<file path="src/include/mera_settings.svh">
`ifndef MERA_SETTINGS_SVH
`define MERA_SETTINGS_SVH

// memory geometry
// address bits decoded inside one block, 1024 words
`define MEM_ADDR_W 10

// blocks fitted on the memory module
// blocks from here up to 15 never answer
`define MEM_BLOCKS 2

// bus timing, in clk cycles
// strobe seen low -> ok_ pulled low, at least 3
`define MEM_DLY_TICKS 3

// master wait for ok_ before giving up
// alarm on missing memory, as on the real CPU
`define ALARM_TICKS 15

`endif
</file>
<file path="src/rtl/mera_pkg.sv">
`default_nettype none

package mera_pkg;

	// ----------------------------------------
	// panel side
	// ----------------------------------------

	// panel command kind
	typedef enum logic {
		OP_FETCH,
		OP_STORE
	} panel_op_e;

	// one panel command, 37 bits
	typedef struct packed {
		panel_op_e   op;
		// block number
		logic [3:0]  nb;
		// word address, upper bits ignored by memory
		logic [15:0] ad;
		// store data
		logic [15:0] dt;
	} panel_cmd_t;

	// one result back to the panel, 18 bits
	typedef struct packed {
		// echoed from the command
		panel_op_e   op;
		// fetched word, zero for store or alarm
		logic [15:0] dt;
		// no memory answered
		logic        alarm;
	} panel_resp_t;

	// ----------------------------------------
	// bus side
	// ----------------------------------------

	// bus master cycle
	typedef enum logic [1:0] {
		BUS_IDLE,
		BUS_STROBE,
		BUS_RELEASE,
		BUS_REPLY
	} bus_state_e;

	// memory answer sequence
	typedef enum logic [1:0] {
		MEM_IDLE,
		MEM_WAIT,
		MEM_OK,
		MEM_HOLD
	} mem_state_e;

endpackage

`default_nettype wire

</file>
<file path="src/rtl/panel_resp_tx.sv">
`timescale 1ns/1ps
`default_nettype none

module panel_resp_tx (
	input  wire                        clk,
	input  wire                        rst_n,
	// from the bus master
	input  wire                        resp_valid,
	input  wire mera_pkg::panel_resp_t resp,
	output logic                       resp_ready,
	// four-phase port to the panel
	output logic                       resp_req,
	output mera_pkg::panel_resp_t      resp_out,
	input  wire                        resp_ack
);

	// handshake in progress
	logic busy;
	logic take;

	assign resp_ready = !busy;
	assign take       = resp_valid && !busy;

	always_ff @(posedge clk) begin
		if (!rst_n) begin
			busy     <= 1'b0;
			resp_req <= 1'b0;
		end else begin
			if (!busy) begin
				if (take) begin
					busy     <= 1'b1;
					resp_req <= 1'b1;
				end
			end else if (resp_req) begin
				// panel saw it, drop req
				if (resp_ack) begin
					resp_req <= 1'b0;
				end
			end else if (!resp_ack) begin
				// ack gone low, handshake done
				busy <= 1'b0;
			end
		end
	end

	// result held for the whole exchange
	always_ff @(posedge clk) begin
		if (take) begin
			resp_out <= resp;
		end
	end

	// panel may sample at any point while req is up
	assert property (@(posedge clk) disable iff (!rst_n)
		$past(resp_req) && resp_req |-> $stable(resp_out))
		else $error("resp_out changed while resp_req high");

endmodule

`default_nettype wire

</file>
<file path="config.mk">
export PLATFORM = sky130hd
export DESIGN_NAME = panel_resp_tx
export DESIGN_NICKNAME = d
export VERILOG_FILES = /design/src/include/mera_settings.svh /design/src/rtl/mera_pkg.sv /design/src/rtl/panel_resp_tx.sv
export SDC_FILE = /design/constraint.sdc
export NUM_CORES = 1
export LEC_CHECK = 0
export BUFFER_PORTS_ARGS = -buffer_cell sky130_fd_sc_hd__buf_2
export CORE_MARGIN = 1.5
export CORE_UTILIZATION = 41
export DETAILED_ROUTE_END_ITERATION = 8
export PLACE_DENSITY = 0.83
export RECOVER_POWER = 25
export SLEW_MARGIN = 10
export SYNTH_ARGS = -nofsm -noshare
export SYNTH_HDL_FRONTEND = slang
export SYNTH_SLANG_ARGS = --single-unit
</file>
<file path="constraint.sdc">
create_clock -name clk -period 2.05 [get_ports clk]
set_input_delay 0.3075 -clock clk [delete_from_list [all_inputs] [get_ports clk]]
set_output_delay 0.3075 -clock clk [all_outputs]
set_load 0.01 [all_outputs]
</file>
* Word level (Yosys, flattened, before mapping)
Index checks and enable logic that the tools add are counted. Widths: inputs -> output; s select.
Word-level totals: bits of input ports 22, register bits 20, output and inout port bits 20
Operators by class: reduce and logical (&&, ||, !) cells 3, mux-type cells 8
Operators with widths (number):
- $mux 1 | 8
- $reduce_bool 2->1 | 1
- $logic_and 1x1->1 | 1
- $logic_not 1->1 | 1

* Depth between registers and ports, before layout
Gate-level depths: netlist of run 1.
word-level depth 4, mapped depth 2, mapped depth without buffers 2

* Worst setup path after synthesis of run 1
Ideal clock, no wire load.
path type register -> register, start point register busy, end point register resp_out[0] (netlist name), enable pin, path slack 0.798 ns, period minus slack after synthesis 1.252 ns, data arrival time 0.872 ns, cell stages (with the launch flop) 2, setup time 0.379 ns, required time 1.671 ns, path buffers 0, cell sequence dfxtp_1 nor2b_2
Between the ends: word-level cells in the longest chain between the ends 2
RTL lines:
- from (decl) | line panel_resp_tx.sv:18 | logic busy;
- from (signal assigned) | line panel_resp_tx.sv:26 | busy <= 1'b0;
- from (signal assigned) | line panel_resp_tx.sv:31 | busy <= 1'b1;
- from (signal assigned) | line panel_resp_tx.sv:41 | busy <= 1'b0;
- $logic_not 1->1
- $logic_and 1x1->1 | line panel_resp_tx.sv:22 | assign take = resp_valid && !busy;
- named net take | line panel_resp_tx.sv:19 | logic take;
- to (signal assigned) | line panel_resp_tx.sv:49 | resp_out <= resp;
- to (decl) | line panel_resp_tx.sv:13 | output mera_pkg::panel_resp_t resp_out,
The timed path passes the listed nets, and every way through them passes these cells. A chain may end at the register's enable or synchronous reset.

* Final worst setup path of run 1
start point register busy, end point output port resp_ready
Between the ends: word-level cells in the longest chain between the ends 1
RTL lines:
- $logic_not 1->1
- to (decl) | line panel_resp_tx.sv:10 | output logic resp_ready,
No other way between the ends.

==> flow_summary.json, run 1 <==
{
  "timing.final.crit_period_ns": 1.20,
  "end_kind": "output pin",
  "setup_viol": 0,
  "postCtsSetupBuffers": 0,
  "drt_iter0_markers": 0,
  "grt-ovfl-total": 0,
  "power_density_nw_per_um2": 836,
  "hp-start": "resp[10]",
  "htree_levels": 1,
  "grt_use_met3_pct": 5.65,
  "dpl_cell_area_um2": 853,
  "cts_tree": "done",
  "fp-row-count": 13,
  "async_flop_share_pct": 0,
  "holdPathEnd": "resp_out[10]",
  "timing.final.crit_share_pct": 58.7,
  "wire_per_inst_um": 13.0,
  "p_total_mw": 0.736,
  "die_h_um": 41.9,
  "hold_buffers": 0,
  "ir_drop_mv": 0.570,
  "numCtsBuffers": 3,
  "port_buffers": 41,
  "dp_cells": 84,
  "synth_area_leaders": "edfxtp_1, dfxtp_1, nor2b_2",
  "place.gp.congestion": 0.624,
  "area_delta_synth_final_pct": 41.4,
  "grt_max_degree": 20,
  "yosysMostFrequentCell": "edfxtp_1",
  "viasPerCell": 4.39,
  "grt_busiest_layer": "met2",
  "p_leak_nw": 0.388,
  "hpwl_um": 902,
  "cp-start-kind": "register",
  "drc": 0,
  "fin_skew_ns": 0.00191,
  "ys_seq_area_share_pct": 93.4,
  "hold_depth": 1,
  "fmax_mhz": 831,
  "synth_top_area_cell": "edfxtp_1",
  "stdcell_count": 88,
  "ios": 42,
  "stdcell_area_um2": 880,
  "crit_type": "register to output pin",
  "post_cts_resized": 0,
  "slew_viol_final": 0,
  "synth_area_per_cell_um2": 23.0,
  "grt_pass1_vias": 370,
  "syn_area_um2": 622,
  "ctsRootBufferMaster": "clkbuf_4",
  "crit_fanout": 5,
  "postRouteAntennaNets": 0,
  "yosysTopAreaCellShare_pct": 86.9,
  "synth_cells": 27,
  "worst_hold_slack_ns": 0.186,
  "start_util_pct": 46.1,
  "nets": 96,
  "synthFlopType": "edfxtp_1",
  "synth_nets": 49,
  "hold_viol_final": 0,
  "clock_latency_ns": 0.29,
  "maxCapViolations": 0,
  "grt_use_met2_pct": 23.8,
  "grt_pass1_wl_um": 1800,
  "crit_required_ns": 1.74,
  "dieWidth_um": 41.9,
  "first_pass_iters": 1,
  "ys_ff_latch": 20,
  "n_antenna_cell": 0,
  "ys_top_cells_by_count": "edfxtp_1, dfxtp_1",
  "setup_tns_ns": 0,
  "ys_warn_count": 0,
  "rsz0062_at_grt": "no",
  "dieArea_um2": 1760,
  "clk_pin_slew_ns": 0.10,
  "r2r_start": "busy",
  "grt_antenna_before_repair": 0,
  "hp-class": "primary input to register",
  "slew-limit-headroom_pct": 84.4,
  "final_layout_size_suffix_gt1_share_pct": 63.0,
  "r2r_cells": 2,
  "finalWirelength_um": 1150,
  "cts.path.max_buffers": 2,
  "grt.total_usage_pct": 14.4,
  "regToRegSetupSlack_ns": 0.99,
  "tightest_slew_ns": 0.234,
  "core_um2": 1350,
  "vias": 386,
  "cp.arrival_ns": 0.90,
  "use_met1_pct": 16.8,
  "numClockSinks": 20,
  "ys_types": 9,
  "r2r_end": "resp_out[15]",
  "status": "finished clean",
  "synth-edff-count": 18
}
[cell usage in the layout (no fill, tap or decap), drive strengths merged]
cell and count:
clkbuf 3, dfxtp 2, o21a 1, inv 1
o21ai 1, buf 42, nor2b 1, edfxtp 18
a21oi 1, a21boi 1, nor2 1, clkinv 1
[critical path, cell delays in order (launching register included)]
cell	delay, ns
dfxtp_1	0.42
inv_1	0.06
buf_2	0.13
[where the power goes]
group | internal, mW | switching [mW] | total, mW
Clock | 0.0707 | 0.109 | 0.180
Combinational | 0.0352 | 0.0395 | 0.0747
Sequential | 0.474 | 0.00783 | 0.481
Total | 0.579 | 0.156 | 0.736
[state kept, by name, indices dropped and copies added (netlist names)]
name	flops
busy	1
resp_req	1
resp_out	18
[cell type report]
type / instances / area [um^2]
multi-input cells: 6 / 37.5
fillers: 113 / 470
clock buffers: 3 / 22.5
well taps: 15 / 18.8
inverters: 1 / 3.75
flip-flops and latches: 20 / 581
repair buffers: 42 / 213
clock inverters: 1 / 3.75
[metrics by stage]
| stage | setup WS [ns] | util [%] |
|---|---|---|
| finish | 0.846 | 65.2 |
| detailed placement | 0.937 | 63.2 |
| global placement | 0.987 | 63.2 |
| CTS | 0.844 | 65.2 |
| floorplan | 0.798 | - |
| global route | 0.775 | 65.2 |
[layer usage]
metal / vias up / wire length (um) / part of all wire (%)
met4: 0 / 0 / 0
met5: - / 0 / 0
met1: 165 / 450 / 39
met3: 0 / 108 / 9.4
met2: 25 / 586 / 51
li1: 196 / - / -
[worst max path at each step]
stage | from | end | cells after the start
3_3_place_gp | resp_valid | resp_out[6] | 3
3_5_place_dp | resp_valid | resp_out[6] | 3
6_report | busy | resp_ready | 2
2_1_floorplan | busy | resp_out[0] | 1
4_1_cts | busy | resp_ready | 2
5_1_grt | busy | resp_ready | 2
[logic make-up (layout without fill, tap and decap cells)]
family	after synthesis	after routing	synth area share, %
AOI/OAI and AO/OA	4	4	4.02
DFF	20	20	93.4
buffers and inverters	1	47	0.603
and+or+nand+nor	2	2	2.01
Note: power is estimated with default switching activity, not from simulation.
==> run 2, diff against run 1 <==
- CORE_UTILIZATION: 41 -> 35
- PLACE_DENSITY: 0.83 -> 0.76
- clock period: 2.05 -> 1.1 ns (I/O delays scaled with it)
==> run 2 against run 1 <==
Effect of this change: critical path depth unchanged; register-to-register slack got worse by 0.82 ns; core utilization decreased by 12 points; largest power group unchanged; largest cell class unchanged; first-iteration DRC count increased by 9; non-clock buffer count unchanged; highest routed layer unchanged; cell count increased by 2.3%; clock skew about the same.
==> flow_summary.json, run 2 (synthesis results as in run 1) <==
{
  "grt_pass1_wl_um": 1380,
  "p_total_mw": 1.37,
  "final_layout_size_suffix_gt1_share_pct": 64.4,
  "end_kind": "output pin",
  "port_buffers": 41,
  "dieWidth_um": 45.2,
  "fill_cells": 150,
  "grt_pass1_vias": 347,
  "setup_tns_ns": 0,
  "r2r_end": "resp_out[1]",
  "crit_type": "register to output pin",
  "ir_drop_mv": 0.773,
  "worst_slack_ns": 0.0836,
  "slew_viol_final": 0,
  "postRouteAntennaNets": 0,
  "worst_path_largest_cell_delay_ns": 0.39,
  "fp-row-count": 15,
  "crit_path_top_delay_cell": "dfxtp_2",
  "cp.arrival_ns": 0.85,
  "hp-class": "primary input to register",
  "grt-ovfl-total": 0,
  "hold_depth": 1,
  "holdPathEnd": "resp_out[13]",
  "post-place-ws_ns": 0.141,
  "crit_required_ns": 0.94,
  "largest_register_ffs": 18,
  "ctsRootBufferMaster": "clkbuf_4",
  "tightest_slew_ns": 0.156,
  "vias": 392,
  "maxCapViolations": 0,
  "start_util_pct": 36.8,
  "p_leak_nw": 0.396,
  "drc": 0,
  "postCtsSetupBuffers": 0,
  "numCtsBuffers": 3,
  "htree_levels": 1,
  "fin_skew_ns": 0.00143,
  "clock_latency_ns": 0.28,
  "dp_cells": 86,
  "fmax_mhz": 984,
  "hold_buffers": 0,
  "setup_viol": 0,
  "area_delta_synth_final_pct": 44.9,
  "grt_antenna_before_repair": 0,
  "dieArea_um2": 2040,
  "timing.final.crit_share_pct": 92.4,
  "post_cts_resized": 1,
  "hold_viol_final": 0,
  "power_density_nw_per_um2": 1520,
  "nets": 96,
  "stdcell_count": 90,
  "crit_fanout": 5,
  "worst_hold_slack_ns": 0.0480,
  "numClockSinks": 20,
  "cts.path.max_buffers": 2,
  "status": "finished clean",
  "ios": 42,
  "layout_common_cells": "buf_2, edfxtp_1, clkbuf_4",
  "top_register": "resp_out",
  "place.gp.congestion": 0.673,
  "viasPerCell": 4.36,
  "timing.final.crit_period_ns": 1.02,
  "first_pass_iters": 4,
  "clk_pin_slew_ns": 0.10,
  "rsz0062_at_grt": "no",
  "drt_iter0_markers": 9,
  "die_h_um": 45.2,
  "mostFrequentLayoutCell": "buf_2",
  "grt_max_degree": 20,
  "r2r_start": "busy",
  "top_regs": "resp_out (18), busy (1), resp_req (1)",
  "cp-start-kind": "register",
  "core_um2": 1690,
  "slew-limit-headroom_pct": 89.5,
  "n_antenna_cell": 0,
  "r2r_cells": 2,
  "cts_tree": "done",
  "finalWirelength_um": 1030,
  "crit_path_cell_trace": "inv_1, buf_2",
  "grt.total_usage_pct": 10.3,
  "hp-start": "resp[13]",
  "wire_per_inst_um": 11.4,
  "regToRegSetupSlack_ns": 0.17
}
==> run 2: power breakdown <==
| group | leakage (nW) | total (mW) | internal (mW) | switching, mW |
|---|---|---|---|---|
| clock | 0.0154 | 0.325 | 0.132 | 0.194 |
| sequential | 0.189 | 0.898 | 0.883 | 0.0147 |
| combinational | 0.192 | 0.147 | 0.0746 | 0.0722 |
==> run 2: through the flow <==
stage	area, um^2	util [%]
6_report	901	53.3
5_1_grt	901	53.3
4_1_cts	901	53.3
3_5_place_dp	873	51.7
3_3_place_gp	873	51.7
2_1_floorplan	627	-
==> run 2: critical path, delay by kind of cell (launching register included) <==
kind	cells	cell delay [ns]
flops	1	0.39
buf+inv	2	0.18
==> run 2: worst max path at each step <==
stage               start            to  slack [ns]  cells after the start
floorplan            busy   resp_out[0]        0.06                      1
global placement     busy  resp_out[17]        0.17                      2
detailed placement   busy  resp_out[17]        0.14                      2
CTS                  busy    resp_ready        0.06                      2
global route         busy    resp_ready        0.02                      2
finish               busy    resp_ready        0.08                      2
==> run 2: cell type report <==
| cell class | count | area (um^2) | area share [%] |
|---|---|---|---|
| flip-flops and latches | 20 | 582 | 64.6 |
| repair buffers | 42 | 225 | 25.0 |
| multi-input cells | 6 | 42.5 | 4.72 |
| clock buffers | 3 | 22.5 | 2.50 |
| well taps | 17 | 21.3 | 2.36 |
| clock inverters | 1 | 3.75 | 0.417 |
| inverters | 1 | 3.75 | 0.417 |
==> run 2: layer usage <==
metal  track usage, %  share of wire [%]  up-vias  wire, um
li1                 -                  -      194         -
met1             10.8                 44      164       449
met2             16.0                 44       34       448
met3             5.20                 12        0       128
met4             7.06                  0        0         0
met5                0                  0        -         0
