## config.mk

```make
export PLATFORM = sky130hd
export DESIGN_NAME = bus_master
export DESIGN_NICKNAME = d
export VERILOG_FILES = /design/src/rtl/mera_pkg.sv /design/src/rtl/bus_master.sv
export VERILOG_INCLUDE_DIRS = /design/src /design/src/include
export SDC_FILE = /design/constraint.sdc
export NUM_CORES = 1
export LEC_CHECK = 0
export ABC_CLOCK_PERIOD_IN_PS = 2900
export BUFFER_PORTS_ARGS = -buffer_cell sky130_fd_sc_hd__buf_4
export CAP_MARGIN = 0
export CORE_MARGIN = 2
export CORE_UTILIZATION = 40
export DETAILED_ROUTE_END_ITERATION = 7
export GPL_ROUTABILITY_DRIVEN = 0
export PLACE_DENSITY = 0.71
export RECOVER_POWER = 25
export SLEW_MARGIN = 20
export SYNTH_ARGS = -nofsm -noshare
export SYNTH_HDL_FRONTEND = slang
export SYNTH_SLANG_ARGS = --single-unit
```

## constraint.sdc

```tcl
create_clock -name clk -period 2.9 [get_ports clk]
set_clock_uncertainty 0.2 [all_clocks]
set_input_delay 0.145 -clock clk [delete_from_list [all_inputs] [get_ports clk]]
set_output_delay 0.145 -clock clk [all_outputs]
set_load 0.005 [all_outputs]
```

## src/include/mera_settings.svh

```systemverilog
`ifndef MERA_SETTINGS_SVH
`define MERA_SETTINGS_SVH

// memory geometry
// address bits decoded inside one block, 1024 words
`define MEM_ADDR_W 10

// blocks fitted on the memory module
// blocks from here up to 15 never answer
`define MEM_BLOCKS 2

// bus timing, in clk cycles
// strobe seen low -> ok_ pulled low, at least 3
`define MEM_DLY_TICKS 3

// master wait for ok_ before giving up
// alarm on missing memory, as on the real CPU
`define ALARM_TICKS 15

`endif
```

## src/rtl/mera_pkg.sv

```systemverilog
`default_nettype none

package mera_pkg;

	// ----------------------------------------
	// panel side
	// ----------------------------------------

	// panel command kind
	typedef enum logic {
		OP_FETCH,
		OP_STORE
	} panel_op_e;

	// one panel command, 37 bits
	typedef struct packed {
		panel_op_e   op;
		// block number
		logic [3:0]  nb;
		// word address, upper bits ignored by memory
		logic [15:0] ad;
		// store data
		logic [15:0] dt;
	} panel_cmd_t;

	// one result back to the panel, 18 bits
	typedef struct packed {
		// echoed from the command
		panel_op_e   op;
		// fetched word, zero for store or alarm
		logic [15:0] dt;
		// no memory answered
		logic        alarm;
	} panel_resp_t;

	// ----------------------------------------
	// bus side
	// ----------------------------------------

	// bus master cycle
	typedef enum logic [1:0] {
		BUS_IDLE,
		BUS_STROBE,
		BUS_RELEASE,
		BUS_REPLY
	} bus_state_e;

	// memory answer sequence
	typedef enum logic [1:0] {
		MEM_IDLE,
		MEM_WAIT,
		MEM_OK,
		MEM_HOLD
	} mem_state_e;

endpackage

`default_nettype wire

```

## src/rtl/bus_master.sv

```systemverilog
`timescale 1ns/1ps
`default_nettype none

`include "mera_settings.svh"

module bus_master (
	input  wire                       clk,
	input  wire                       rst_n,
	// from the command receiver
	input  wire                       cmd_valid,
	input  wire mera_pkg::panel_cmd_t cmd_buf,
	output logic                      cmd_take,
	// system bus, all active low
	output logic                      w_,
	output logic                      r_,
	output logic                      s_,
	output logic [3:0]                nb_,
	output logic [15:0]               ad_,
	output logic [15:0]               ddt_,
	input  wire  [15:0]               rdt_,
	input  wire                       ok_,
	// to the response sender
	output logic                      resp_valid,
	output mera_pkg::panel_resp_t     resp,
	input  wire                       resp_ready
);

	import mera_pkg::*;

	// timeout counter, loaded with ALARM_TICKS-1
	localparam int TMR_W = $clog2(`ALARM_TICKS + 1);

	bus_state_e       state;
	logic [TMR_W-1:0] tmr;
	// last strobe cycle without ok_
	logic             tmo;

	// accept only from idle, s_ follows one cycle later
	assign cmd_take   = (state == BUS_IDLE) && cmd_valid;
	assign resp_valid = (state == BUS_REPLY) && resp_ready;
	assign tmo        = (state == BUS_STROBE) && (tmr == '0);

	// ----------------------------------------
	// bus cycle FSM
	// ----------------------------------------
	always_ff @(posedge clk) begin
		if (!rst_n) begin
			state <= BUS_IDLE;
			tmr   <= '0;
			w_    <= 1'b1;
			r_    <= 1'b1;
			s_    <= 1'b1;
			nb_   <= '1;
			ad_   <= '1;
			ddt_  <= '1;
		end else begin
			case (state)
				BUS_IDLE: begin
					if (cmd_take) begin
						// inverted values onto the lines
						w_    <= (cmd_buf.op != OP_STORE);
						r_    <= (cmd_buf.op != OP_FETCH);
						s_    <= 1'b0;
						nb_   <= ~cmd_buf.nb;
						ad_   <= ~cmd_buf.ad;
						ddt_  <= ~cmd_buf.dt;
						tmr   <= TMR_W'(`ALARM_TICKS - 1);
						state <= BUS_STROBE;
					end
				end
				BUS_STROBE: begin
					if (!ok_ || tmo) begin
						// memory answered or nobody home
						w_    <= 1'b1;
						r_    <= 1'b1;
						s_    <= 1'b1;
						nb_   <= '1;
						ad_   <= '1;
						ddt_  <= '1;
						state <= BUS_RELEASE;
					end else begin
						tmr <= tmr - 1'b1;
					end
				end
				BUS_RELEASE: begin
					// memory lets go of ok_ after s_ rises
					if (ok_) begin
						state <= BUS_REPLY;
					end
				end
				BUS_REPLY: begin
					if (resp_valid) begin
						state <= BUS_IDLE;
					end
				end
				default: state <= BUS_IDLE;
			endcase
		end
	end

	// result payload
	always_ff @(posedge clk) begin
		if (cmd_take) begin
			resp.op <= cmd_buf.op;
		end
		if ((state == BUS_STROBE) && !ok_) begin
			// un-invert the read lines, stores return zero
			resp.dt    <= (resp.op == OP_FETCH) ? ~rdt_ : '0;
			resp.alarm <= 1'b0;
		end else if (tmo) begin
			resp.dt    <= '0;
			resp.alarm <= 1'b1;
		end
	end

	// one direction per bus cycle
	assert property (@(posedge clk) disable iff (!rst_n) !(!w_ && !r_))
		else $error("w_ and r_ low together");

	// strobe ends only on ok_ or on timeout
	assert property (@(posedge clk) disable iff (!rst_n)
		$past(rst_n) && $rose(s_) |-> $past(!ok_ || tmo))
		else $error("s_ released without ok_ or timeout");

endmodule

`default_nettype wire

```

== Word level (Yosys, flattened, before mapping) ==
Cells that the tools add are included.

* Register bits after elaboration: 63
* Word-level logic and storage cells: 64
* Bits in latches: 0
* Output and inout port bits: 59
* ROM bits: 0
* Memories: 0
* RAM bits: 0

* Reduce and logical (&&, ||, !) cells: 13
* Equality and inequality tests: 8
* Shift operators: 0
* Div/mod/pow operators: 0
* Add/sub/neg operators: 1
* Bitwise logic cells: 5
* $mul: 0
* Muxes and demuxes: 26
* $lt $le $gt $ge: 0

{| class="wikitable"
|+ Operators with widths
! operator !! number
|-
| $mux 16 || 4
|-
| $pmux 16 s2 || 2
|-
| $not 16->16 || 3
|-
| $mux 17 || 2
|-
| $mux 4 || 4
|-
| $pmux 4 s2 || 2
|-
| $mux 2 || 4
|-
| $ne 2x2->1 const B || 4
|-
| $pmux 2 s4 || 1
|-
| $pmux 1 s2 || 3
|-
| $reduce_and 3->1 || 2
|-
| $eq 2x2->1 const B || 2
|-
| $logic_and 1x1->1 || 4
|-
| $logic_not 4->1 || 1
|-
| $mux 1 || 4
|-
| $not 4->4 || 1
|-
| $reduce_and 4->1 || 1
|-
| $reduce_bool 2->1 || 2
|-
| $sub 4x1->4 const B || 1
|-
| $eq 2x1->1 const B || 1
|-
| $logic_not 2->1 || 1
|-
| $ne 2x1->1 const B || 1
|-
| $logic_not 1->1 || 1
|-
| $logic_or 1x1->1 || 1
|-
| $not 1->1 || 1
|}

== Depth between registers and ports, before layout ==
* Depth after elaboration: 5
* Mapped depth: 7
* Depth with buffers taken out: 5

== Worst setup path after synthesis ==
Ideal clock, no wire load.

* Path type: flip-flop to flip-flop
* Start point: register state[1]
* End point: register resp[10] in the netlist's numbering, enable pin
* Arrival: 1.479 ns
* Path buffers: 2
* Slack: 0.848 ns
* Setup time: 0.374 ns
* Stages on the path, launching flop included: 6
* Cell sequence: dfxtp_1 -> inv_1 -> ha_1 -> buf_2 -> clkbuf_1 -> and2_1

* Longest elaborated chain between the ends: 3
* Elaborated cells on any way between the ends: 4

{| class="wikitable"
|+ RTL lines
! what !! RTL line !! source
|-
| from (decl) || bus_master.sv:33 || <nowiki>bus_state_e state;</nowiki>
|-
| from (signal assigned) || bus_master.sv:48 || <nowiki>state <= BUS_IDLE;</nowiki>
|-
| from (signal assigned) || bus_master.sv:68 || <nowiki>state <= BUS_STROBE;</nowiki>
|-
| from (signal assigned) || bus_master.sv:80 || <nowiki>state <= BUS_RELEASE;</nowiki>
|-
| $eq 2x1->1 (*) || bus_master.sv:41, bus_master.sv:106 ||
|-
| $logic_and 1x1->1 (on tied branches) || bus_master.sv:41, bus_master.sv:106 ||
|-
| $reduce_bool 2->1 (no line) (*) || - ||
|-
| to (decl) || bus_master.sv:24 || <nowiki>output mera_pkg::panel_resp_t resp,</nowiki>
|}

Every way passes the cells marked *; elsewhere a longest branch is shown, timed or not.
A chain may end at the register's enable or synchronous reset.

== Worst setup path in the final report ==
* Start point: register state[1]
* End point: register ad_[14]

* Longest elaborated chain between the ends: 5
* Elaborated cells on any way between the ends: 10

{| class="wikitable"
|+ RTL lines
! what !! RTL line !! source
|-
| $eq 2x1->1 || bus_master.sv:41, bus_master.sv:57 ||
|-
| $logic_and 1x1->1 || bus_master.sv:41 || <nowiki>assign tmo = (state == BUS_STROBE) && (tmr == '0);</nowiki>
|-
| $logic_or 1x1->1 || bus_master.sv:72 || <nowiki>if (!ok_ || tmo) begin</nowiki>
|-
| $ne 2x1->1 (no line) || - ||
|-
| $reduce_and 3->1 (no line) || - ||
|-
| to (signal assigned) || bus_master.sv:65 || <nowiki>ad_ <= ~cmd_buf.ad;</nowiki>
|-
| to (decl) || bus_master.sv:18 || <nowiki>output logic [15:0] ad_,</nowiki>
|}

Several ways; a longest one is shown, not always the timed one.

==> results.tsv <==
stage	metric	value	unit
setup_path	critPathRequiredTime	2970	ps
floorplanning	num_rows	31	
logic_synthesis	yosysTopAreaCell	dfxtp_1	
pwr	cellPowerDensity	783.3	mW/mm^2
timing	finalSetupTns	0	ps
logic_synthesis	syn_inst	267	
timing	relSlewSlack	52.81	%
clock_tree	insertion_delay	340	ps
setup_path	slowest_delay	490	ps
setup_path	crit_path_top_delay_cell	ha_1	
placement	dpl.hpwl	4.691	mm
worst_hold_path	hold_path_depth	4	
placement	dp.cells	466	
clock_tree	clkTransAtPathRegs	70	ps
route	routed_wl	7.441	mm
setup_path	start_kind	register	
timing	setup_violations	0	
global_routing	grt_pass1_wl	12.57	mm
worst_hold_path	hold_class	in2reg	
route	wl_per_cell	13.86	microns
job	maxCapViolCount	0	
logic_synthesis	synth_seq_cells	63	
layout	num-fill-cells	578	
global_routing	grt-ovfl-total	0	
logic_synthesis	netlist_area	0.002940	sq mm
setup_path	end_kind	register	
global_routing	grt_pass1_vias	2620	
timing	clock.fmax	416.7	MHz
clock_tree	cts.path.max_buffers	2	
clock_tree	cts_tree	done	
timing	fin_crit	2400	ps
layout	fin_area	0.004584	sq mm
layout	nets	498	
logic_synthesis	synth-edff-count	17	
route	ant_nets	0	
pwr	p_total	3.591	mW
timing	fin_ws	500.2	ps
clock_tree	clkSinkCount	63	
logic_synthesis	ys_async_sr_fraction	0	%
setup_path	crit_path_cell_trace	inv_1, ha_1, mux2i_1, a21oi_4, buf_4, mux2i_1	
logic_synthesis	syn_nets	332	
logic_synthesis	synth_most_common_cell	dfxtp_1	
route	drt_pass1_iterations	4	
timing	hold_viol_final	0	
logic_synthesis	synth_area_leaders	dfxtp_1 31%, edfxtp_1 17%, mux2i_1 14%	
layout	diodes	0	
global_routing	grt_use_total	19.19	%
logic_synthesis	synth_commonest_cells	46 x dfxtp_1, 42 x mux2i_1, 41 x nor2b_1, 36 x and3b_1, 18 x nor2_1	
floorplanning	core	0.007176	sq mm
floorplanning	start_util	40.98	%
logic_synthesis	synth_area_per_cell	11.01	sq um
setup_path	arrival	2470	ps
timing	min_period_over_period	82.75	%
setup_path	crit_type	reg2reg	
timing	final_max_slew_viol_count	0	
clock_tree	cts_setup_buffers	0	
floorplanning	io_pins	117	
logic_synthesis	synth.distinct_cells	31	
clock_tree	numCtsBuffers	9	
setup_path	path_max_fanout	29	
logic_synthesis	synthFlopType	dfxtp_1	
floorplanning	fp.dieW	89.74	microns
status	outcome	finished clean	
pwr	power_leakage	2.057	nW
global_routing	grt_antenna_before_repair	0	
floorplanning	dieArea	0.008052	sq mm
clock_tree	cts-root-buf	clkbuf_8	
placement	port_buffers	116	
logic_synthesis	yosysTopAreaCellShare	31.32	%
pwr	worst_ir_drop_vdd	0.4088	mV
route	vias_per_cell	4.713	
floorplanning	die_y	89.74	microns
layout	drive_gt1_share	30.37	%
timing	whs	138.7	ps
route	vias	2531	
layout	finish.utilization	63.89	%
clock_tree	ctsHtreeMaxLevel	3	
placement	dp_slack	505.6	ps
logic_synthesis	synth-seq-area-share	48.68	%
layout	syn_to_final_growth	55.92	%
placement	postPlaceCellArea	0.003866	sq mm
route	drt_iter0_drc	106	
timing	worstMarginPinSlew	707.8	ps
setup_path	r2r_cells	6	
timing	rsz0062_at_grt	false	
layout	layout.cells.non_filler	537	
global_routing	grt_max_degree	88	
setup_path	crit_top_cell	mux2i_1	
logic_synthesis	ys_warn_count	0	
route	drc	0	
==> metal layers <==
layer | routed length, microns | vias up | GRT usage [%]
met2 | 3835 | 77 | 32.32
met3 | 340 | 13 | 4.778
li1 | - | 1257 | -
met4 | 123 | 0 | 8.718
met5 | 0 | - | 0
met1 | 3142 | 1184 | 23.25
==> cell usage in the layout, fill, tap and decap left out, types with 2 or more instances in the layout <==
cell type | netlist | routed
buf_4 | 2 | 86
dlygate4sd3_1 | 0 | 55
dfxtp_1 | 46 | 46
mux2i_1 | 42 | 42
nor2b_1 | 41 | 41
and3b_1 | 36 | 36
clkbuf_4 | 0 | 29
nor2_1 | 18 | 18
edfxtp_1 | 17 | 17
clkbuf_8 | 0 | 12
ha_1 | 7 | 7
clkbuf_1 | 15 | 7
nand2_1 | 6 | 6
and2_1 | 5 | 5
inv_1 | 4 | 4
nand2b_1 | 4 | 4
nand4_1 | 3 | 3
nor3b_1 | 2 | 2
o2111a_1 | 2 | 2
nand3_1 | 2 | 2
==> critical path, delay by kind of cell (launching register included) <==
kind	cells	cell delay, ps
AOI/OAI and AO/OA	1	190
buffers and inverters	2	540
DFF	1	340
muxes	2	540
adders and majority gates	1	490
==> power by group <==
| part | leakage, nW | switching, mW | internal, mW |
|---|---|---|---|
| Combinational | 1.42 | 0.695 | 0.819 |
| Sequential | 0.542 | 0.155 | 1.21 |
| Clock | 0.0933 | 0.332 | 0.382 |
| Total | 2.06 | 1.18 | 2.41 |
==> sequential cells by signal, summed over array words and instances, names as in the netlist <==
| signal | count |
|---|---|
| nb_ | 4 |
| s_ | 1 |
| tmr | 4 |
| w_ | 1 |
| ad_ | 16 |
| ddt_ | 16 |
| state | 2 |
| resp | 18 |
| r_ | 1 |
==> layout make-up <==
class | count | area [sq um] | share of cell area (%)
well taps | 99 | 123.9 | 2.702
inverters | 4 | 15.01 | 0.3275
flip-flops and latches | 63 | 1431 | 31.22
repair buffers | 175 | 1433 | 31.25
clock inverters | 2 | 13.76 | 0.3002
clock buffers | 14 | 172.7 | 3.766
multi-input cells | 180 | 1395 | 30.43
==> cell families after synthesis <==
family / after synthesis / share of synthesized area, %
and+or+nand+nor: 121 / 27.11
DFF: 63 / 48.68
muxes: 42 / 14.30
buffers and inverters: 24 / 3.872
AOI/OAI and AO/OA: 10 / 3.064
adders and majority gates: 7 / 2.979
==> path summary, 6_finish.rpt <==
path | from | endpoint | slack (ps)
worst max register to register | state[1] | ad_[14] | 500
worst min-delay path | resp_ready | state[1] | 140
worst max-delay path | state[1] | ad_[14] | 500
worst min register to register | state[1] | state[1] | 300
==> what timing repair did <==
action                                 CTS  global route
endpoints found under the hold margin   58             0
hold buffers                            55             0
gates resized for setup                  0             0
No activity file was read; power rests on OpenSTA's default activity.
