$ cat config.mk
export PLATFORM = sky130hd
export DESIGN_NAME = panel_cmd_rx
export DESIGN_NICKNAME = d
export VERILOG_FILES = /design/src/include/mera_settings.svh /design/src/rtl/mera_pkg.sv /design/src/rtl/panel_cmd_rx.sv
export SDC_FILE = /design/constraint.sdc
export NUM_CORES = 1
export LEC_CHECK = 0
export ABC_AREA = 1
export BUFFER_PORTS_ARGS = -buffer_cell sky130_fd_sc_hd__buf_2
export CAP_MARGIN = 20
export CORE_AREA = 2 2 58 60
export CTS_BUF_LIST = sky130_fd_sc_hd__clkbuf_16
export DETAILED_ROUTE_END_ITERATION = 10
export DIE_AREA = 0 0 60 62
export GPL_ROUTABILITY_DRIVEN = 0
export PLACE_DENSITY = 0.75
export SYNTH_ARGS = -nofsm -noshare
export SYNTH_HDL_FRONTEND = slang
export SYNTH_SLANG_ARGS = --single-unit
$ cat constraint.sdc
create_clock -name clk -period 2.2 [get_ports clk]
set_clock_uncertainty 0.2 [all_clocks]
set_input_delay 0.22 -clock clk [delete_from_list [all_inputs] [get_ports clk]]
set_output_delay 0.22 -clock clk [all_outputs]
set_load 0.005 [all_outputs]
$ cat src/include/mera_settings.svh
`ifndef MERA_SETTINGS_SVH
`define MERA_SETTINGS_SVH

// memory geometry
// address bits decoded inside one block, 1024 words
`define MEM_ADDR_W 10

// blocks fitted on the memory module
// blocks from here up to 15 never answer
`define MEM_BLOCKS 2

// bus timing, in clk cycles
// strobe seen low -> ok_ pulled low, at least 3
`define MEM_DLY_TICKS 3

// master wait for ok_ before giving up
// alarm on missing memory, as on the real CPU
`define ALARM_TICKS 15

`endif
$ cat src/rtl/mera_pkg.sv
`default_nettype none

package mera_pkg;

	// ----------------------------------------
	// panel side
	// ----------------------------------------

	// panel command kind
	typedef enum logic {
		OP_FETCH,
		OP_STORE
	} panel_op_e;

	// one panel command, 37 bits
	typedef struct packed {
		panel_op_e   op;
		// block number
		logic [3:0]  nb;
		// word address, upper bits ignored by memory
		logic [15:0] ad;
		// store data
		logic [15:0] dt;
	} panel_cmd_t;

	// one result back to the panel, 18 bits
	typedef struct packed {
		// echoed from the command
		panel_op_e   op;
		// fetched word, zero for store or alarm
		logic [15:0] dt;
		// no memory answered
		logic        alarm;
	} panel_resp_t;

	// ----------------------------------------
	// bus side
	// ----------------------------------------

	// bus master cycle
	typedef enum logic [1:0] {
		BUS_IDLE,
		BUS_STROBE,
		BUS_RELEASE,
		BUS_REPLY
	} bus_state_e;

	// memory answer sequence
	typedef enum logic [1:0] {
		MEM_IDLE,
		MEM_WAIT,
		MEM_OK,
		MEM_HOLD
	} mem_state_e;

endpackage

`default_nettype wire

$ cat src/rtl/panel_cmd_rx.sv
`timescale 1ns/1ps
`default_nettype none

module panel_cmd_rx (
	input  wire                       clk,
	input  wire                       rst_n,
	// four-phase port from the panel
	input  wire                       cmd_req,
	input  wire mera_pkg::panel_cmd_t cmd,
	output logic                      cmd_ack,
	// one-entry buffer towards the bus master
	output logic                      cmd_valid,
	output mera_pkg::panel_cmd_t      cmd_buf,
	input  wire                       cmd_take
);

	// new request, ack phase idle and buffer empty
	logic load;

	assign load = cmd_req && !cmd_ack && !cmd_valid;

	// ack phase and buffer occupancy, tracked apart
	always_ff @(posedge clk) begin
		if (!rst_n) begin
			cmd_ack   <= 1'b0;
			cmd_valid <= 1'b0;
		end else begin
			if (load) begin
				// ack and fill on the same edge
				cmd_ack   <= 1'b1;
				cmd_valid <= 1'b1;
			end else begin
				// panel dropped req, finish the handshake
				if (cmd_ack && !cmd_req) begin
					cmd_ack <= 1'b0;
				end
				// master took the command
				if (cmd_take) begin
					cmd_valid <= 1'b0;
				end
			end
		end
	end

	// command payload, held until the next load
	always_ff @(posedge clk) begin
		if (load) begin
			cmd_buf <= cmd;
		end
	end

	// master only takes from a full buffer
	assert property (@(posedge clk) disable iff (!rst_n) cmd_take |-> cmd_valid)
		else $error("cmd_take seen with empty command buffer");

endmodule

`default_nettype wire

* After elaboration in Yosys (flattened, before gate mapping)
Cells that the tools add are included.
** Storage, ports and cells
- Flip-flop bits (word level) :: 39
** Operators by class
- Muxes and demuxes :: 4
- Reduce and logical (&&, ||, !) cells :: 8
** Operators with widths (count)
- $mux W1 :: 4
- $reduce_bool A2 Y1 :: 2
- $logic_and A1 B1 Y1 :: 3
- $logic_not A1 Y1 :: 3

* Longest topological paths before layout
Gate-level depths: netlist (run 1).
- Depth in word-level cells :: 4
- Gate-level depth with buffers :: 3

* Worst setup path before layout (run 1)
OpenSTA, ideal clock, no wires.
- Path kind :: register to register
- Start point :: register cmd_valid
- End point :: register cmd_buf[0] in the netlist's numbering, enable pin
- Arrival time :: 1232 ps
- Required time :: 1608 ps
- Setup slack :: 377 ps
- Stages on the path, launching flop included :: 4
- Path through :: dfxtp_1 > nor2_1 > nand2_1 > inv_1
** On the way
- Word-level cells in the longest chain between the ends :: 2
** Ends and longest elaborated chain
- start, declared :: line panel_cmd_rx.sv:12 : output logic cmd_valid,
- start signal, assigned :: line panel_cmd_rx.sv:26 : cmd_valid <= 1'b0;
- start signal, assigned :: line panel_cmd_rx.sv:31 : cmd_valid <= 1'b1;
- start signal, assigned :: line panel_cmd_rx.sv:39 : cmd_valid <= 1'b0;
- $logic_not A1 Y1 :: line panel_cmd_rx.sv:20 : assign load = cmd_req && !cmd_ack && !cmd_valid;
- $logic_and A1 B1 Y1 :: line panel_cmd_rx.sv:20
- via load :: line panel_cmd_rx.sv:18 : logic load;
- end signal, assigned :: line panel_cmd_rx.sv:48 : cmd_buf <= cmd;
- end, declared :: line panel_cmd_rx.sv:13 : output mera_pkg::panel_cmd_t cmd_buf,
The timed path passes the listed nets, and every way through them passes these cells.
A chain may end at the register's enable or synchronous reset.

* Worst setup path in the final report (run 1)
- Start point :: input cmd_req
- End point :: register cmd_ack
** On the way
- Word-level cells in the longest chain between the ends :: 3
** Ends and longest elaborated chain
- start, declared :: line panel_cmd_rx.sv:8 : input wire cmd_req,
- $logic_and A1 B1 Y1 / $logic_not A1 Y1 (equally long branches) :: line panel_cmd_rx.sv:20, panel_cmd_rx.sv:34
- $logic_and A1 B1 Y1 (on tied branches) :: line panel_cmd_rx.sv:20, panel_cmd_rx.sv:34
- $mux W1 / $reduce_bool A2 Y1 (equally long branches)
- end signal, assigned :: line panel_cmd_rx.sv:25 : cmd_ack <= 1'b0;
- end signal, assigned :: line panel_cmd_rx.sv:30 : cmd_ack <= 1'b1;
- end signal, assigned :: line panel_cmd_rx.sv:35 : cmd_ack <= 1'b0;
- end, declared :: line panel_cmd_rx.sv:10 : output logic cmd_ack,
Parallel ways exist; a longest one is shown, timed or not.

==> results of run 1 <==
-- through the flow --
stage                     cells  utilization [%]  total power, mW  hold WS [ns]
final                       223            69.74            1.834       0.01187
after global routing        223            69.74            1.905      0.001497
after CTS                   223            69.74            1.846      0.007755
after detailed placement    176            52.30            1.015        0.1981
after global placement      176            52.30            1.007        0.1963
after floorplan              49                -           0.9277        0.1189
-- state kept, by name, indices dropped and copies added, names as in the netlist --
| name | flops |
|---|---|
| cmd_ack | 1 |
| cmd_buf | 37 |
| cmd_valid | 1 |
-- cell families (layout without fill, tap and decap cells) --
family	count (synthesis)	in the layout	synth area share (%)
AOI/OAI and AO/OA	2	2	1.152
buffers and inverters	4	132	1.256
DFF	39	39	96.34
and+or+nand+nor	4	4	1.256
-- worst min-delay path, cell delays in order --
cell	delay [ns]
buf_2	0.11
inv_1	0.07
a21oi_2	0.04
-- layout make-up --
class | instances | area (sq um)
Inverter | 4 | 15.01
Sequential cell | 39 | 1151
Tap cell | 46 | 57.56
Multi-Input combinational cell | 6 | 28.78
Fill cell | 231 | 962.2
Timing Repair Buffer | 120 | 800.8
Clock buffer | 5 | 125.1
Clock inverter | 3 | 38.79
-- layer usage --
metal / track usage [%] / part of all wire, %
met1: 13.42 / 32
met4: 5.714 / 1.2
met3: 7.246 / 8.2
met5: 0 / 0
met2: 31.21 / 58
-- worst paths after layout --
path	startpoint	endpoint	slack (ns)	cells past startpoint
hold / removal	rst_n	cmd_valid$_SDFFE_PN0P_	0.01	3
setup / recovery	cmd_req	cmd_ack$_SDFFE_PN0P_	0.63	5
hold reg to reg	cmd_ack$_SDFFE_PN0P_	cmd_ack$_SDFFE_PN0P_	0.27	2
setup reg to reg	cmd_valid$_SDFFE_PN0P_	cmd_buf[13]$_DFFE_PP_	0.72	4
-- placed cells by master (no fill, tap or decap), drive strengths merged --
cell type    Yosys  final
a21oi            2      2
buf              0     81
bufinv           0      1
clkbuf           0      5
clkinv           0      2
dfxtp            2      2
dlygate4sd3      0     39
edfxtp          37     37
inv              4      4
nand2            3      3
nor2             1      1
-- power groups by stage --
stage          registers (mW)  clock network [mW]  logic, mW
3_5_place_dp            0.897                   0      0.118
5_1_grt                 0.888               0.829      0.189
4_1_cts                 0.882               0.792      0.171
6_report                0.883               0.779      0.172
3_3_place_gp            0.895                   0      0.112
2_1_floorplan           0.907                   0     0.0212
-- timing repair --
item	4_1_cts	5_1_grt
gates resized for setup	0	0
hold buffers	39	0
endpoints found under the hold margin	38	0
==> flow_summary.json, run 1 <==
{
  "status": "completed",
  "place_area_sq_um": 1663,
  "layout_setup_ws_ns": 0.6297,
  "avgSynthCellArea_sq_um": 24.39,
  "setup_viol": 0,
  "netlist.area_leader.share_pct": 92.98,
  "switchingPower_mw": 0.3317,
  "io_buffer_count": 79,
  "grtUsageTotal_pct": 15.70,
  "combPwrFrac_pct": 9.4,
  "cts_setup_buffers": 0,
  "vdd_drop_max_mv": 0.4731,
  "via_per_inst": 4.081,
  "htree_num_levels": 2,
  "fin_tns_setup_ns": 0,
  "clkPwrFrac_pct": 42.5,
  "dr_total_vias": 910,
  "slew-limit-headroom_pct": 82.68,
  "setup.worst_path.end_class": "flop",
  "powerDensity_nw_per_um2": 827.1,
  "cpPeakStageDelay_ns": 0.55,
  "async_flop_share_pct": 0,
  "clock_path_buffers": 2,
  "initial_utilization_pct": 37.58,
  "yosys.area.top_type": "edfxtp_1",
  "synth_edf_count": 37,
  "cts-buffers-inserted": 5,
  "p_leak_nw": 0.9646,
  "die_h_microns": 62,
  "crit_top_cell": "dlygate4sd3_1",
  "clk_latency_ns": 0.27,
  "syn2layout_area_growth_pct": 85.55,
  "rows": 21,
  "grt-ovfl-total": 0,
  "crit_slowest_cell": "dlygate4sd3_1",
  "syn_inst": 49,
  "cp.required_ns": 2.16,
  "arrival_ns": 1.53,
  "clock.fmax_mhz": 636.8,
  "cp_cell_sequence": "dlygate4sd3_1 > buf_2 > nand2_1 > dlygate4sd3_1 > a21oi_1",
  "totalWireLength_mm": 2.824,
  "synth_area_sq_um": 1195,
  "syn-num-nets": 90,
  "final_max_slew_viol_count": 0,
  "cts.clk_slew.worst_paths_ns": 0.05,
  "hold_path.class": "input pin to flop",
  "ys_types": 7,
  "dpl_worst_slack_ns": 0.7140,
  "worstSetupPathType": "input pin to flop",
  "core_area_sq_um": 3179,
  "rsz0062_at_grt": "false",
  "max-cap-violations": 0,
  "tightest_slew_ns": 0.2598,
  "synth-seq-area-share_pct": 96.34,
  "drt_iter0_drc": 15,
  "seqPwrFrac_pct": 48.1,
  "dieArea_sq_um": 3720,
  "path_buf_inv": 3,
  "period_needed_ns": 1.570,
  "wl_per_cell_microns": 12.66,
  "ys_top_cells_by_count": "edfxtp_1, inv_1, nand2_1, dfxtp_1",
  "netSwitchingFraction_pct": 18.09,
  "fin_crit_sh_pct": 71.38,
  "p_int_mw": 1.502,
  "cp_max_fo": 2,
  "die_w_microns": 60,
  "ios": 80,
  "cts_root_buf": "clkbuf_16",
  "start_kind": "input pin",
  "n_antenna_cell": 0,
  "synth.area.top_cells": "edfxtp_1, dfxtp_1, inv_1",
  "cts_tree": "built",
  "grt_max_degree": 22,
  "hold_viol": 0,
  "yosys_warnings": 0,
  "drc": 0,
  "antenna_found_initial": 0,
  "synth_ff_type": "edfxtp_1",
  "grt_pass1_vias": 914,
  "grt_pass1_wl_mm": 3.953,
  "crit_family": "buffers and inverters",
  "ys_ff_latch": 39,
  "cts.sinks": 39,
  "synth.most_common_cell": "edfxtp_1",
  "ant_nets": 0,
  "nNetsFinal": 217,
  "finalInstanceArea_sq_um": 2217,
  "drive_above_1_share_pct": 50.28,
  "drt_first_pass_iters": 4
}
(Power assumes the default switching activity.)
==> inputs of run 2 (changes only) <==
==> constraint.sdc (replaced) <==
create_clock -name clk -period 1.6 [get_ports clk]
set_clock_uncertainty 0.2 [all_clocks]
set_input_delay 0.16 -clock clk [delete_from_list [all_inputs] [get_ports clk]]
set_output_delay 0.16 -clock clk [all_outputs]
set_load 0.005 [all_outputs]
==> flow_summary.json, run 2 (same netlist as run 1, synthesis figures left out) <==
{
  "p_int_mw": 1.909,
  "cp_max_fo": 2,
  "cts_root_buf": "clkbuf_16",
  "worstSetupPathType": "input pin to flop",
  "drt_iter0_drc": 43,
  "ios": 80,
  "grt-ovfl-total": 0,
  "nNetsFinal": 218,
  "crit_family": "buffers and inverters",
  "cp.required_ns": 1.55,
  "finalInstanceArea_sq_um": 2226,
  "fin_crit_sh_pct": 97.64,
  "dieArea_sq_um": 3720,
  "period_needed_ns": 1.562,
  "largestRegisters": "cmd_buf x37, cmd_ack x1, cmd_valid x1",
  "antenna_found_initial": 1,
  "fin_tns_setup_ns": 0,
  "final_cell_mix": "buf_2, dlygate4sd3_1, edfxtp_1",
  "max-cap-violations": 0,
  "powerDensity_nw_per_um2": 1061,
  "clk_latency_ns": 0.27,
  "die_w_microns": 60,
  "drc": 0,
  "syn2layout_area_growth_pct": 86.28,
  "crit_slowest_cell": "dlygate4sd3_1",
  "seqPwrFrac_pct": 51.5,
  "grt_max_degree": 38,
  "cts.sinks": 39,
  "hold_path.class": "flop to flop",
  "totalWireLength_mm": 3.150,
  "final_max_slew_viol_count": 0,
  "core_area_sq_um": 3179,
  "largest_reg_flops": 37,
  "top_register": "cmd_buf",
  "fin_total_pwr_mw": 2.361,
  "dr_total_vias": 944,
  "cp_cell_sequence": "dlygate4sd3_1 > buf_2 > nand2_2 > a21oi_2 > dlygate4sd3_1",
  "setup.worst_path.end_class": "flop",
  "netSwitchingFraction_pct": 19.15,
  "htree_num_levels": 2,
  "slew-limit-headroom_pct": 87.19,
  "grt_pass1_wl_mm": 4.312,
  "vdd_drop_max_mv": 0.5855,
  "drt_first_pass_iters": 4,
  "ant_nets": 0,
  "start_kind": "input pin",
  "switchingPower_mw": 0.4520,
  "cts_tree": "built",
  "drive_above_1_share_pct": 50.56,
  "initial_utilization_pct": 37.58,
  "status": "completed",
  "io_buffer_count": 79,
  "rsz0062_at_grt": "false",
  "layout_commonest_cell": "buf_2",
  "rows": 21,
  "tightest_slew_ns": 0.1921,
  "place_area_sq_um": 1674,
  "layout_setup_ws_ns": 0.03779,
  "setup_viol": 0,
  "p_leak_nw": 0.9563,
  "combPwrFrac_pct": 10.6,
  "crit_top_cell": "dlygate4sd3_1",
  "cts.clk_slew.worst_paths_ns": 0.05,
  "arrival_ns": 1.51,
  "path_buf_inv": 3,
  "clock_path_buffers": 2,
  "die_h_microns": 62,
  "grt_pass1_vias": 946,
  "wl_per_cell_microns": 14.00,
  "via_per_inst": 4.196,
  "hold_viol": 0,
  "grtUsageTotal_pct": 16.99,
  "cts-buffers-inserted": 5,
  "clkPwrFrac_pct": 37.9,
  "clock.fmax_mhz": 640.1,
  "cpPeakStageDelay_ns": 0.54,
  "dpl_worst_slack_ns": 0.2429
}
==> run 2: cell count changes in the layout (fill, tap and decap cells not counted), sizes merged <==
cell         change
diode            +1
bufinv           -1
buf              -1
dlygate4sd3      +2
clkinvlp         +1
==> run 2: path summary, 6_finish.rpt <==
path | from | end | slack (ns) | cells past startpoint
max | cmd_req | cmd_valid$_SDFFE_PN0P_ | 0.04 | 5
min | cmd_valid$_SDFFE_PN0P_ | cmd_ack$_SDFFE_PN0P_ | 0.25 | 1
max reg2reg | cmd_ack$_SDFFE_PN0P_ | cmd_valid$_SDFFE_PN0P_ | 0.14 | 4
min reg2reg | cmd_valid$_SDFFE_PN0P_ | cmd_ack$_SDFFE_PN0P_ | 0.25 | 1
==> run 2: power by group through the flow <==
stage               sequential (mW)  clock [mW]  combinational (mW)
finish                         1.22       0.894               0.250
global route                   1.22       0.953               0.273
CTS                            1.21       0.915               0.246
detailed placement             1.23           0               0.166
global placement               1.23           0               0.161
floorplan                      1.25           0              0.0310
==> run 2: layer usage <==
layer | share of wire [%] | GRT usage (%) | vias up
met3 | 9.9 | 6.211 | 6
met5 | 0 | 0 | -
met1 | 35 | 16.99 | 442
met4 | 2.3 | 10.79 | 0
li1 | - | - | 439
met2 | 52 | 29.97 | 57
==> run 2: repair_timing <==
item                                   in CTS  in global routing
endpoints found under the hold margin      39                  0
setup endpoints to repair                   0                  1
buffers inserted                            0                  0
hold buffers                               41                  0
gates resized for setup                     0                  1
==> run 2: through the flow <==
step	cells	hold WS (ns)	utilization, %
3_3_place_gp	175	0.1373	52.66
6_report	225	0.2474	70.01
4_1_cts	224	0.2499	69.85
5_1_grt	225	0.2722	70.01
2_1_floorplan	49	0.05887	-
3_5_place_dp	175	0.1383	52.66
==> run 2: final cells by class <==
| type | count | area, sq um |
|---|---|---|
| clock inverter | 3 | 11.26 |
| tap | 46 | 57.56 |
| clock buffer | 5 | 125.1 |
| antenna | 1 | 2.502 |
| timing repair buffer | 121 | 825.8 |
| sequential | 39 | 1154 |
| inverter | 4 | 18.77 |
| fill | 209 | 953.4 |
| multi-input combinational | 6 | 31.28 |
==> run 2: worst reg2reg max path, delay by kind of cell, from the launching register on <==
family,cells,cell delay (ns)
compound gates,1,0.11
flops,1,0.32
simple gates,2,0.22
buf+inv,1,0.54
==> inputs of run 3 (changes only) <==
--- a/config.mk
+++ b/config.mk
@@ -6,14 +6,12 @@
 export NUM_CORES = 1
 export LEC_CHECK = 0
 export ABC_AREA = 1
-export BUFFER_PORTS_ARGS = -buffer_cell sky130_fd_sc_hd__buf_2
 export CAP_MARGIN = 20
-export CORE_AREA = 2 2 58 60
+export CORE_AREA = 2 2 52 54
 export CTS_BUF_LIST = sky130_fd_sc_hd__clkbuf_16
 export DETAILED_ROUTE_END_ITERATION = 10
-export DIE_AREA = 0 0 60 62
-export GPL_ROUTABILITY_DRIVEN = 0
-export PLACE_DENSITY = 0.75
+export DIE_AREA = 0 0 54 56
+export DONT_BUFFER_PORTS = 1
 export SYNTH_ARGS = -nofsm -noshare
 export SYNTH_HDL_FRONTEND = slang
 export SYNTH_SLANG_ARGS = --single-unit
==> flow_summary.json, run 3 (same netlist as run 1, synthesis figures left out) <==
{
  "endpoint": "cmd_valid$_SDFFE_PN0P_",
  "drive_above_1_share_pct": 14.14,
  "fin_crit_sh_pct": 93.52,
  "n_antenna_cell": 0,
  "hold_path.class": "input pin to flop",
  "setup_viol": 0,
  "use_met3_pct": 7.796,
  "clk_latency_ns": 0.27,
  "dpl_worst_slack_ns": 0.2729,
  "dr_total_vias": 625,
  "core_area_sq_um": 2432,
  "die_w_microns": 54,
  "via_per_inst": 4.845,
  "status": "completed",
  "ios": 80,
  "cp.required_ns": 1.55,
  "clock_path_buffers": 2,
  "arrival_ns": 1.45,
  "grt_pass1_wl_mm": 3.222,
  "largestRegisters": "cmd_buf x37, cmd_ack x1, cmd_valid x1",
  "final_cell_mix": "dlygate4sd3_1, edfxtp_1, clkbuf_16",
  "layout_setup_ws_ns": 0.1037,
  "final_max_slew_viol_count": 0,
  "rrSetupSlack_ns": 0.10,
  "antenna_found_initial": 0,
  "seqPwrFrac_pct": 54.5,
  "grt_pass1_vias": 640,
  "switchingPower_mw": 0.4205,
  "grt-busiest-layer": "met2",
  "timing.rr.end": "cmd_valid$_SDFFE_PN0P_",
  "drt_first_pass_iters": 3,
  "io_buffer_count": 0,
  "r2r_start": "cmd_valid$_SDFFE_PN0P_",
  "clock.fmax_mhz": 668.3,
  "setup.worst_path.end_class": "flop",
  "gp_congestion": 0.5872,
  "totalWireLength_mm": 2.395,
  "p_int_mw": 1.848,
  "fin_tns_setup_ns": 0,
  "top_register": "cmd_buf",
  "startpoint": "cmd_valid$_SDFFE_PN0P_",
  "netSwitchingFraction_pct": 18.54,
  "initial_utilization_pct": 49.13,
  "combPwrFrac_pct": 5.9,
  "period_needed_ns": 1.496,
  "grtUsageMet1_pct": 14.29,
  "cts.sinks": 39,
  "powerDensity_nw_per_um2": 1256,
  "die_h_microns": 56,
  "vdd_drop_max_mv": 1.364,
  "tightest_slew_ns": 0.1590,
  "r2r_cells": 4,
  "rows": 18,
  "nNetsFinal": 139,
  "wl_per_cell_microns": 18.57,
  "grt-ovfl-total": 0,
  "syn2layout_area_growth_pct": 51.20,
  "cts-buffers-inserted": 5,
  "ant_nets": 0,
  "cts.clk_slew.worst_paths_ns": 0.05,
  "rsz0062_at_grt": "false",
  "max-cap-violations": 0,
  "cts_root_buf": "clkbuf_16",
  "globalRouteMet2Util_pct": 29.09,
  "clkPwrFrac_pct": 39.5,
  "largest_reg_flops": 37,
  "cts_tree": "built",
  "drt_iter0_drc": 16,
  "grtUsageTotal_pct": 15.83,
  "layout_commonest_cell": "dlygate4sd3_1",
  "worstSetupPathType": "flop to flop",
  "drc": 0,
  "cp_max_fo": 4,
  "start_kind": "flop",
  "hold_viol": 0,
  "htree_num_levels": 2,
  "dieArea_sq_um": 3024,
  "grt_max_degree": 28,
  "slew-limit-headroom_pct": 89.38,
  "p_leak_nw": 0.6488
}
[run 3: worst max-delay path, stage by stage, from the launching register on]
cell and delay (ns):
dfxtp_2 0.36, nor2_1 0.05, nand2_1 0.14, a21oi_2 0.07, dlygate4sd3_1 0.56
[run 3: cell type report]
cell class | instances | area [sq um]
clock buffer | 5 | 125.1
clock inverter | 3 | 15.01
fill | 145 | 625.6
inverter | 4 | 18.77
multi-input combinational | 6 | 28.78
sequential | 39 | 1154
tap | 30 | 37.54
timing repair buffer | 42 | 427.9
[run 3: worst min-delay path by stage]
stage                 start                     to  cells after the start
floorplan            cmd[0]   cmd_buf[0]$_DFFE_PP_                      0
global placement    cmd[23]  cmd_buf[23]$_DFFE_PP_                      0
detailed placement  cmd[19]  cmd_buf[19]$_DFFE_PP_                      0
CTS                 cmd_req   cmd_buf[2]$_DFFE_PP_                      3
global route        cmd_req   cmd_buf[6]$_DFFE_PP_                      3
finish              cmd_req  cmd_buf[16]$_DFFE_PP_                      3
[run 3: per-stage QoR]
step / std cells / area, sq um / hold WS (ns) / util, % / power (mW)
finish: 129 / 1807 / 0.2423 / 74.28 / 2.269
global route: 129 / 1807 / 0.2664 / 74.28 / 2.367
CTS: 129 / 1807 / 0.2019 / 74.28 / 2.294
detailed placement: 81 / 1266 / 0.05891 / 52.06 / 1.312
global placement: 81 / 1266 / 0.05892 / 52.06 / 1.305
floorplan: 49 / 1201 / 0.05887 / - / 1.277
[run 3: layer usage]
layer | vias up | routed length [microns]
met5 | - | 0
met4 | 0 | 12
met3 | 2 | 222
met2 | 46 | 1359
met1 | 296 | 800
li1 | 281 | -
[run 3: repair_timing]
item	in CTS	in global routing
hold buffers	40	0
gates resized for setup	0	0
buffers inserted	0	0
hold endpoints to repair	39	0
[run 3: power by group through the flow]
| stage | Sequential (mW) | Clock, mW | Combinational (mW) |
|---|---|---|---|
| 3_5_place_dp | 1.26 | 0 | 0.0533 |
| 3_3_place_gp | 1.25 | 0 | 0.0507 |
| 6_report | 1.24 | 0.897 | 0.135 |
| 5_1_grt | 1.24 | 0.980 | 0.145 |
| 2_1_floorplan | 1.25 | 0 | 0.0310 |
| 4_1_cts | 1.24 | 0.923 | 0.133 |
